### src/kbd_config.svh
// Keyboard build constants

`ifndef KBD_CONFIG_SVH
`define KBD_CONFIG_SVH

//////////////////////////////
// button debounce
//////////////////////////////

// width of the stable-level counter
// a level must hold 2**bits cycles before it is accepted
// 4 keeps simulation short, hardware wants closer to 18
`define KBD_DEBOUNCE_BITS 4

//////////////////////////////
// ps/2 receiver
//////////////////////////////

// cycles without a ps2_clk falling edge before a partial frame is dropped
`define KBD_PS2_IDLE_CYCLES 64

//////////////////////////////
// cpu keyboard register
//////////////////////////////

// bit of the register byte that flags a key waiting
`define KBD_READY_BIT 7

`endif

### src/kbd_pkg.sv
// Keyboard path types
`default_nettype none

package kbd_pkg;

  //////////////////////////////
  // data words
  //////////////////////////////

  // one raw byte off the ps/2 wire
  typedef logic [7:0] scan_code_t;

  // apple 1 keys are 7-bit upper-case ascii
  typedef logic [6:0] ascii_t;

  //////////////////////////////
  // state encodings
  //////////////////////////////

  // ps/2 frame receiver
  // start bit is taken in idle, so no separate start state
  typedef enum logic [1:0] {
    rx_idle   = 2'd0,
    rx_data   = 2'd1,
    rx_parity = 2'd2,
    rx_stop   = 2'd3
  } rx_state_t;

  // scancode prefix tracking
  // break = after f0, ext = after e0, ext_break = e0 f0
  typedef enum logic [1:0] {
    prefix_none      = 2'd0,
    prefix_break     = 2'd1,
    prefix_ext       = 2'd2,
    prefix_ext_break = 2'd3
  } prefix_t;

  // which device feeds the keyboard register
  typedef enum logic {
    src_ps2  = 1'b0,
    src_uart = 1'b1
  } key_src_t;

endpackage

`default_nettype wire

### src/ps2_scan_if.sv
// PS/2 byte link
`timescale 1ns/1ps
`default_nettype none

// one received frame handed from the receiver to the decoder
// data and both status flags only mean something while strobe is high
interface ps2_scan_if;

  logic                strobe;
  kbd_pkg::scan_code_t data;
  logic                parity_ok;
  logic                framing_ok;

  // frame receiver side
  modport rx (output strobe, output data, output parity_ok, output framing_ok);

  // scancode decoder side
  modport dec (input strobe, input data, input parity_ok, input framing_ok);

endinterface

`default_nettype wire

### src/button_debounce.sv
// Source select debounce
`timescale 1ns/1ps
`default_nettype none
`include "kbd_config.svh"

module button_debounce (
  input  wire  ps2_toggle,
  input  wire  rst,
  input  wire  button,
  output logic select_pulse
);

  // two-stage synchronizer, then the accepted level
  logic                          btn_meta;
  logic                          btn_sync;
  logic                          btn_level;
  logic [`KBD_DEBOUNCE_BITS-1:0] stable_cnt;

  always_ff @(posedge ps2_toggle) begin
    if (rst) begin
      btn_meta     <= 1'b0;
      btn_sync     <= 1'b0;
      btn_level    <= 1'b0;
      stable_cnt   <= '0;
      select_pulse <= 1'b0;
    end else begin
      btn_meta     <= button;
      btn_sync     <= btn_meta;
      select_pulse <= 1'b0;
      if (btn_sync == btn_level) begin
        // no change pending, any bounce restarts the count
        stable_cnt <= '0;
      end else if (&stable_cnt) begin
        // held long enough, take it; pulse only on a press
        btn_level    <= btn_sync;
        stable_cnt   <= '0;
        select_pulse <= btn_sync;
      end else begin
        stable_cnt <= stable_cnt + 1'b1;
      end
    end
  end

  // one press must never look like two source toggles
  a_single_pulse: assert property (@(posedge ps2_toggle) disable iff (rst)
    select_pulse |=> !select_pulse);

endmodule

`default_nettype wire

### src/ps2_frame_rx.sv
// PS/2 frame receiver
`timescale 1ns/1ps
`default_nettype none
`include "kbd_config.svh"

module ps2_frame_rx (
  input wire         ps2_toggle,
  input wire         rst,
  input wire         ps2_clk,
  input wire         ps2_din,
  ps2_scan_if.rx     scan
);

  localparam int IDLE_W = $clog2(`KBD_PS2_IDLE_CYCLES);
  localparam logic [IDLE_W-1:0] IDLE_LAST = IDLE_W'(`KBD_PS2_IDLE_CYCLES - 1);

  kbd_pkg::rx_state_t  state;
  logic                clk_meta;
  logic                clk_sync;
  logic                clk_prev;
  logic                din_meta;
  logic                din_sync;
  logic                fall;
  logic [2:0]          bit_cnt;
  logic [IDLE_W-1:0]   idle_cnt;
  logic                start_ok;
  logic                parity_bit;
  kbd_pkg::scan_code_t shift_reg;

  //////////////////////////////
  // line synchronizers
  //////////////////////////////

  // lines idle high, so reset to 1 to avoid a false edge
  always_ff @(posedge ps2_toggle) begin
    if (rst) begin
      clk_meta <= 1'b1;
      clk_sync <= 1'b1;
      clk_prev <= 1'b1;
      din_meta <= 1'b1;
      din_sync <= 1'b1;
    end else begin
      clk_meta <= ps2_clk;
      clk_sync <= clk_meta;
      clk_prev <= clk_sync;
      din_meta <= ps2_din;
      din_sync <= din_meta;
    end
  end

  // device changes data on rising clk, we sample on falling
  assign fall = clk_prev & ~clk_sync;

  //////////////////////////////
  // frame fsm
  //////////////////////////////

  always_ff @(posedge ps2_toggle) begin
    if (rst) begin
      state       <= kbd_pkg::rx_idle;
      bit_cnt     <= '0;
      idle_cnt    <= '0;
      scan.strobe <= 1'b0;
    end else begin
      scan.strobe <= 1'b0;
      // watchdog only runs mid-frame
      if (fall || state == kbd_pkg::rx_idle) idle_cnt <= '0;
      else idle_cnt <= idle_cnt + 1'b1;
      if (fall) begin
        case (state)
          kbd_pkg::rx_idle: begin
            state   <= kbd_pkg::rx_data;
            bit_cnt <= '0;
          end
          kbd_pkg::rx_data: begin
            bit_cnt <= bit_cnt + 1'b1;
            if (bit_cnt == 3'd7) state <= kbd_pkg::rx_parity;
          end
          kbd_pkg::rx_parity: state <= kbd_pkg::rx_stop;
          default: begin
            state       <= kbd_pkg::rx_idle;
            scan.strobe <= 1'b1;
          end
        endcase
      end else if (state != kbd_pkg::rx_idle && idle_cnt == IDLE_LAST) begin
        // lost sync with the keyboard, drop the partial frame
        state <= kbd_pkg::rx_idle;
      end
    end
  end

  // frame payload, lsb first
  always_ff @(posedge ps2_toggle) begin
    if (fall) begin
      case (state)
        kbd_pkg::rx_idle:   start_ok <= ~din_sync;
        kbd_pkg::rx_data:   shift_reg <= {din_sync, shift_reg[7:1]};
        kbd_pkg::rx_parity: parity_bit <= din_sync;
        default: begin
          scan.data       <= shift_reg;
          // odd parity over data plus parity bit
          scan.parity_ok  <= ^{shift_reg, parity_bit};
          scan.framing_ok <= start_ok & din_sync;
        end
      endcase
    end
  end

  // a reported frame always leaves the fsm ready for the next start bit
  a_strobe_idle: assert property (@(posedge ps2_toggle) disable iff (rst)
    scan.strobe |-> state == kbd_pkg::rx_idle);

endmodule

`default_nettype wire

### src/scancode_decode.sv
// Set-2 scancode decoder
`timescale 1ns/1ps
`default_nettype none

module scancode_decode (
  input  wire             ps2_toggle,
  input  wire             rst,
  ps2_scan_if.dec         scan,
  output logic            ps2_key_strobe,
  output kbd_pkg::ascii_t ps2_key_ascii
);

  kbd_pkg::prefix_t prefix;
  logic             shift_held;
  logic             frame_good;
  logic             map_valid;
  kbd_pkg::ascii_t  map_ascii;

  assign frame_good = scan.parity_ok & scan.framing_ok;

  //////////////////////////////
  // make code table
  //////////////////////////////

  always_comb begin
    map_valid = 1'b1;
    map_ascii = '0;
    case (scan.data)
      // letters, always upper case on the apple 1
      8'h1c: map_ascii = 7'h41;
      8'h32: map_ascii = 7'h42;
      8'h21: map_ascii = 7'h43;
      8'h23: map_ascii = 7'h44;
      8'h24: map_ascii = 7'h45;
      8'h2b: map_ascii = 7'h46;
      8'h34: map_ascii = 7'h47;
      8'h33: map_ascii = 7'h48;
      8'h43: map_ascii = 7'h49;
      8'h3b: map_ascii = 7'h4a;
      8'h42: map_ascii = 7'h4b;
      8'h4b: map_ascii = 7'h4c;
      8'h3a: map_ascii = 7'h4d;
      8'h31: map_ascii = 7'h4e;
      8'h44: map_ascii = 7'h4f;
      8'h4d: map_ascii = 7'h50;
      8'h15: map_ascii = 7'h51;
      8'h2d: map_ascii = 7'h52;
      8'h1b: map_ascii = 7'h53;
      8'h2c: map_ascii = 7'h54;
      8'h3c: map_ascii = 7'h55;
      8'h2a: map_ascii = 7'h56;
      8'h1d: map_ascii = 7'h57;
      8'h22: map_ascii = 7'h58;
      8'h35: map_ascii = 7'h59;
      8'h1a: map_ascii = 7'h5a;
      // number row, us layout symbols under shift
      8'h45: map_ascii = shift_held ? 7'h29 : 7'h30;
      8'h16: map_ascii = shift_held ? 7'h21 : 7'h31;
      8'h1e: map_ascii = shift_held ? 7'h40 : 7'h32;
      8'h26: map_ascii = shift_held ? 7'h23 : 7'h33;
      8'h25: map_ascii = shift_held ? 7'h24 : 7'h34;
      8'h2e: map_ascii = shift_held ? 7'h25 : 7'h35;
      8'h36: map_ascii = shift_held ? 7'h5e : 7'h36;
      8'h3d: map_ascii = shift_held ? 7'h26 : 7'h37;
      8'h3e: map_ascii = shift_held ? 7'h2a : 7'h38;
      8'h46: map_ascii = shift_held ? 7'h28 : 7'h39;
      // space, return, and backspace as the apple 1 rubout underscore
      8'h29: map_ascii = 7'h20;
      8'h5a: map_ascii = 7'h0d;
      8'h66: map_ascii = 7'h5f;
      default: map_valid = 1'b0;
    endcase
  end

  //////////////////////////////
  // prefix and shift tracking
  //////////////////////////////

  always_ff @(posedge ps2_toggle) begin
    if (rst) begin
      prefix         <= kbd_pkg::prefix_none;
      shift_held     <= 1'b0;
      ps2_key_strobe <= 1'b0;
    end else begin
      ps2_key_strobe <= 1'b0;
      if (scan.strobe) begin
        if (!frame_good) begin
          // corrupt byte, whatever sequence it belonged to is lost
          prefix <= kbd_pkg::prefix_none;
        end else begin
          case (scan.data)
            8'hf0: prefix <= (prefix == kbd_pkg::prefix_ext) ?
                             kbd_pkg::prefix_ext_break : kbd_pkg::prefix_break;
            8'he0: prefix <= kbd_pkg::prefix_ext;
            8'h12, 8'h59: begin
              // e0 12 is a fake shift, leave the level alone
              if (prefix == kbd_pkg::prefix_none) shift_held <= 1'b1;
              else if (prefix == kbd_pkg::prefix_break) shift_held <= 1'b0;
              prefix <= kbd_pkg::prefix_none;
            end
            default: begin
              // releases and every extended key give nothing
              if (prefix == kbd_pkg::prefix_none && map_valid) ps2_key_strobe <= 1'b1;
              prefix <= kbd_pkg::prefix_none;
            end
          endcase
        end
      end
    end
  end

  always_ff @(posedge ps2_toggle) begin
    if (scan.strobe && map_valid) ps2_key_ascii <= map_ascii;
  end

  // every key comes from a good frame one cycle earlier and is known 7-bit ascii
  a_key_from_frame: assert property (@(posedge ps2_toggle) disable iff (rst)
    ps2_key_strobe |-> ($past(scan.strobe && frame_good) &&
                        !$isunknown(ps2_key_ascii)));

endmodule

`default_nettype wire

### src/key_port.sv
// Apple 1 keyboard register
`timescale 1ns/1ps
`default_nettype none
`include "kbd_config.svh"

module key_port (
  input  wire               ps2_toggle,
  input  wire               rst,
  input  wire               ps2_key_strobe,
  input  kbd_pkg::ascii_t   ps2_key_ascii,
  input  wire               uart_strobe,
  input  wire  [7:0]        uart_data,
  input  wire               select_pulse,
  input  wire               kbd_rd,
  output logic [7:0]        kbd_data,
  output kbd_pkg::key_src_t key_source
);

  logic            sel_strobe;
  kbd_pkg::ascii_t sel_ascii;

  //////////////////////////////
  // source mux
  //////////////////////////////

  // the idle source is ignored entirely
  // serial bytes lose bit 7, the register owns it
  always_comb begin
    if (key_source == kbd_pkg::src_ps2) begin
      sel_strobe = ps2_key_strobe;
      sel_ascii  = ps2_key_ascii;
    end else begin
      sel_strobe = uart_strobe;
      sel_ascii  = uart_data[6:0];
    end
  end

  //////////////////////////////
  // register and source toggle
  //////////////////////////////

  always_ff @(posedge ps2_toggle) begin
    if (rst) begin
      kbd_data   <= '0;
      key_source <= kbd_pkg::src_ps2;
    end else begin
      if (select_pulse) begin
        key_source <= (key_source == kbd_pkg::src_ps2) ?
                      kbd_pkg::src_uart : kbd_pkg::src_ps2;
      end
      if (sel_strobe) begin
        // an unread key is simply overwritten
        kbd_data[6:0]            <= sel_ascii;
        kbd_data[`KBD_READY_BIT] <= 1'b1;
      end else if (kbd_rd) begin
        // cpu took it, keep the last code visible
        kbd_data[`KBD_READY_BIT] <= 1'b0;
      end
    end
  end

  // a read with no competing key always drops the ready flag
  a_read_clears: assert property (@(posedge ps2_toggle) disable iff (rst)
    (kbd_rd && !sel_strobe) |=> !kbd_data[`KBD_READY_BIT]);

endmodule

`default_nettype wire

### src/kbd_top.sv
// Keyboard input subsystem
`timescale 1ns/1ps
`default_nettype none

module kbd_top (
  input  wire               ps2_toggle,
  input  wire               rst,
  input  wire               ps2_clk,
  input  wire               ps2_din,
  input  wire               button,
  input  wire               uart_strobe,
  input  wire  [7:0]        uart_data,
  input  wire               kbd_rd,
  output logic [7:0]        kbd_data,
  output kbd_pkg::key_src_t key_source
);

  // receiver to decoder byte link
  ps2_scan_if scan_bus ();

  logic            select_pulse;
  logic            ps2_key_strobe;
  kbd_pkg::ascii_t ps2_key_ascii;

  //////////////////////////////
  // decode
  //////////////////////////////

  ps2_frame_rx ps2_frame_rx_inst (
    .ps2_toggle (ps2_toggle),
    .rst        (rst),
    .ps2_clk    (ps2_clk),
    .ps2_din    (ps2_din),
    .scan       (scan_bus.rx)
  );

  scancode_decode scancode_decode_inst (
    .ps2_toggle     (ps2_toggle),
    .rst            (rst),
    .scan           (scan_bus.dec),
    .ps2_key_strobe (ps2_key_strobe),
    .ps2_key_ascii  (ps2_key_ascii)
  );

  //////////////////////////////
  // execute
  //////////////////////////////

  button_debounce button_debounce_inst (
    .ps2_toggle   (ps2_toggle),
    .rst          (rst),
    .button       (button),
    .select_pulse (select_pulse)
  );

  // register output is the cpu-facing result
  key_port key_port_inst (
    .ps2_toggle     (ps2_toggle),
    .rst            (rst),
    .ps2_key_strobe (ps2_key_strobe),
    .ps2_key_ascii  (ps2_key_ascii),
    .uart_strobe    (uart_strobe),
    .uart_data      (uart_data),
    .select_pulse   (select_pulse),
    .kbd_rd         (kbd_rd),
    .kbd_data       (kbd_data),
    .key_source     (key_source)
  );

endmodule

`default_nettype wire

### config.mk
export PLATFORM = sky130hd
export DESIGN_NAME = kbd_top
export DESIGN_NICKNAME = d
export VERILOG_FILES = /design/src/kbd_pkg.sv /design/src/ps2_scan_if.sv /design/src/button_debounce.sv /design/src/ps2_frame_rx.sv /design/src/scancode_decode.sv /design/src/key_port.sv /design/src/kbd_top.sv
export VERILOG_INCLUDE_DIRS = /design/src
export SDC_FILE = /design/constraint.sdc
export NUM_CORES = 1
export LEC_CHECK = 0
export BUFFER_PORTS_ARGS = -buffer_cell sky130_fd_sc_hd__buf_2
export CAP_MARGIN = 20
export CORE_ASPECT_RATIO = 1.75
export CORE_MARGIN = 10
export CORE_UTILIZATION = 45
export CTS_CLUSTER_SIZE = 25
export DETAILED_ROUTE_END_ITERATION = 7
export PLACE_DENSITY_LB_ADDON = 0.1
export SLEW_MARGIN = 20
export SYNTH_ARGS = -nofsm -noshare
export SYNTH_HDL_FRONTEND = slang
export SYNTH_HIERARCHICAL = 1
export SYNTH_SLANG_ARGS = --single-unit
### constraint.sdc
create_clock -name ps2_toggle -period 4.8 [get_ports ps2_toggle]
set_input_delay 0.48 -clock ps2_toggle [delete_from_list [all_inputs] [get_ports ps2_toggle]]
set_output_delay 0.48 -clock ps2_toggle [all_outputs]
set_load 0.01 [all_outputs]
==> run_results.csv <==
group,metric,value,unit
outcome,status,"finished clean",
routing,wl_per_cell,17.4,um
setup_path,worstSetupPathType,"reg -> reg",
synth,synth_edf_count,27,
routing,first_iter_violations,329,
setup_path,slowest_stage,"nor4b_1",
finish,finalInstanceArea,4010,um^2
die,dieHeight,140,um
synth,synth_top_cell_area_share,22.1,%
power_and_ir_drop,switchingPower,224,uW
setup_path,worstPathMaxFanout,19,
min_path,hold_path_class,"in -> reg",
routing,wirelength,8.25,mm
timing,fmaxAchievable,320,MHz
die,dieArea,12300,um^2
timing,hold_violations,0,
finish,multi_input_area,1880,um^2
synth,async_reset_ff_share,0,%
clock_network,htree_levels,3,
setup_path,critPathCapture,"scancode_decode_inst/ps2_key_ascii[3]$_DFFE_PP_",
placement,placed_cell_area,3730,um^2
setup_path,cp-end-kind,"flip-flop",
timing,drv_slew,0,
finish,regArea,1570,um^2
placement,gp_congestion,0.937,
power_and_ir_drop,swShare,18.6,%
timing,worst_slew_pin_slew,1.06,ns
grt,grt_pass1_wl,13.7,mm
clock_network,clock-sinks,65,
timing,slew_headroom,28.1,%
grt,overflow,0,
power_and_ir_drop,seq_power_share,48.1,%
placement,port-buffer-count,22,
grt,grt_max_degree,32,
synth,synth-seq-cells,65,
clock_network,post_cts_buffers,0,
placement,post-place-cells,457,
routing,first_pass_iters,5,
die,core_area,7960,um^2
synth,ys_seq_area_share,42.8,%
finish,drive_gt1_share,15.9,%
synth,synth_cell_types,67,
grt,grt_pass1_vias,2795,
clock_network,clockRootBuffer,"clkbuf_16",
synth,synthTopCellsByCount,"38 x dfxtp_1, 27 x edfxtp_1, 25 x nor2_1, 18 x a21oi_1, 18 x nand3_1",
synth,syn_area_per_cell,9.83,um^2
finish,diodes,0,
clock_network,cts_tree,"built",
setup_path,required,4.76,ns
power_and_ir_drop,power_density,299,nW/um^2
timing,finalCritPeriodShare,65.2,%
clock_network,insertion_delay,0.32,ns
timing,rsz0062_at_grt,"no",
routing,drc_errors,0,
setup_path,worstPathArrival,3.09,ns
grt,antenna_found_initial,0,
setup_path,reg2reg_slack,1.67,ns
placement,detailed_place_hpwl,5.86,mm
timing,setup_viol,0,
clock_network,numCtsBuffers,9,
clock_network,cts_resized,0,
synth,ys_warn_count,6,
setup_path,critPathLaunch,"ps2_frame_rx_inst/scan.data[5]$_DFFE_PP_",
synth,syn-cell-area,3680,um^2
finish,stdcell_count,473,
timing,clock_skew,0.00396,ns
synth,syn_inst,374,
clock_network,clock_path_buffers,2,
routing,vias,2865,
clock_network,clk_pin_slew_worst_paths,0.05,ns
synth,synth_area_leaders,"edfxtp_1 22%, dfxtp_1 21%, ha_1 3.1%",
die,pin_count,24,
power_and_ir_drop,peakVddDrop,0.000277,V
power_and_ir_drop,intPower,977,uW
setup_path,r2r-end,"scancode_decode_inst/ps2_key_ascii[3]$_DFFE_PP_",
finish,nFillCells,762,
power_and_ir_drop,pwr-share-clk,50.6,%
die,row_count,43,
routing,vias_per_cell,6.06,
power_and_ir_drop,cellLeakagePower,0.00138,uW
synth,synth_flop_cell,"dfxtp_1",
power_and_ir_drop,pwr-share-comb,1.3,%
power_and_ir_drop,power,1200,uW
timing,fin_crit,3.13,ns
run,cap_violations,0,
die,die_x,88.3,um
finish,area_growth,9.16,%
setup_path,cp_slowest_stage_delay,0.93,ns
synth,synth_most_common_cell,"dfxtp_1",
setup_path,crit_chain,"nor4b_1 -> nand2_1 -> o221ai_1 -> a21oi_1 -> a21boi_1",
synth,synth_fp_nets,398,
routing,antenna_left,0,
timing,whs,0.342,ns
die,initial_core_util,46.2,%
setup_path,reg2regPathDepth,5,
setup_path,startpoint_type,"flip-flop",
setup_path,timing.rr.start,"ps2_frame_rx_inst/scan.data[5]$_DFFE_PP_",
grt,track_usage,14.0,%
synth,synth_top_area_cell,"edfxtp_1",
timing,finalSetupTns,0,ns
clock_network,cts_hold_buf,0,
finish,nets,402,
through the flow:
step,setup WS (ns),util (%)
global placement,1.79,46.8
detailed placement,1.81,46.8
global route,1.47,50.4
finish,1.67,50.4
floorplan,2.42,-
CTS,1.81,50.4
worst max-delay path, delay by kind of cell, from the launching register on:
family	cells	cell delay, ns
compound gates	3	0.90
flops	1	0.76
simple gates	2	1.11
logic make-up (layout without fill, tap and decap cells):
logic type,Yosys count,after routing,synth area share [%]
adders and majority gates,9,9,3.06
DFF,65,65,42.8
buffers and inverters,41,50,6.02
xor gates and xnor gates,18,18,4.29
muxes,12,12,3.44
AOI/OAI and AO/OA,89,89,17.5
and+or+nand+nor,140,140,22.9
final cells by class:
class                           instances  share of cell area, %
Clock buffer                           14                   6.86
Clock inverter                          2                  0.281
Inverter                               11                   1.03
Multi-Input combinational cell        268                   46.9
Sequential cell                        65                   39.2
Tap cell                               90                   2.81
Timing Repair Buffer                   23                   2.93
worst min-delay path by stage:
stage / endpoint / startpoint / slack (ns) / cells after the start
after CTS: ps2_frame_rx_inst/din_meta$_SDFF_PP1_ / ps2_din / 0.33 / 2
after global routing: ps2_frame_rx_inst/din_meta$_SDFF_PP1_ / ps2_din / 0.33 / 2
after global placement: ps2_frame_rx_inst/clk_sync$_SDFF_PP1_ / ps2_frame_rx_inst/clk_meta$_SDFF_PP1_ / 0.39 / 1
after floorplan: ps2_frame_rx_inst/clk_sync$_SDFF_PP1_ / ps2_frame_rx_inst/clk_meta$_SDFF_PP1_ / 0.39 / 1
after detailed placement: ps2_frame_rx_inst/din_sync$_SDFF_PP1_ / ps2_frame_rx_inst/din_meta$_SDFF_PP1_ / 0.40 / 1
final: ps2_frame_rx_inst/din_meta$_SDFF_PP1_ / ps2_din / 0.34 / 2
layout by cell type, fill, tap and decap left out, types with 6 or more instances in the layout:
master,n
a211oi_2,7
a21oi_1,18
buf_2,22
clkbuf_16,10
dfxtp_1,38
edfxtp_1,27
ha_1,9
inv_1,11
mux2i_1,10
nand2_1,17
nand2b_1,11
nand3_1,18
nand4_1,6
nor2_1,25
nor2b_1,10
o21ai_0,12
o31ai_1,8
xnor2_1,9
xor2_1,9
layer usage:
metal  up-vias  track usage, %  wire, um
li1       1396               -         -
met1      1336            14.6      3050
met2        98            23.7      4440
met3        35            3.62       368
met4         0            9.24       395
met5         -               0         0
power groups by stage:
stage	Sequential [uW]	Combinational [uW]	Clock, uW
2_1_floorplan	588	8.97	0
3_3_place_gp	588	15.8	0
3_5_place_dp	588	16.1	0
4_1_cts	577	16.2	628
5_1_grt	577	17.9	653
6_report	577	15.6	608
Note: power is estimated with default switching activity, not from simulation.
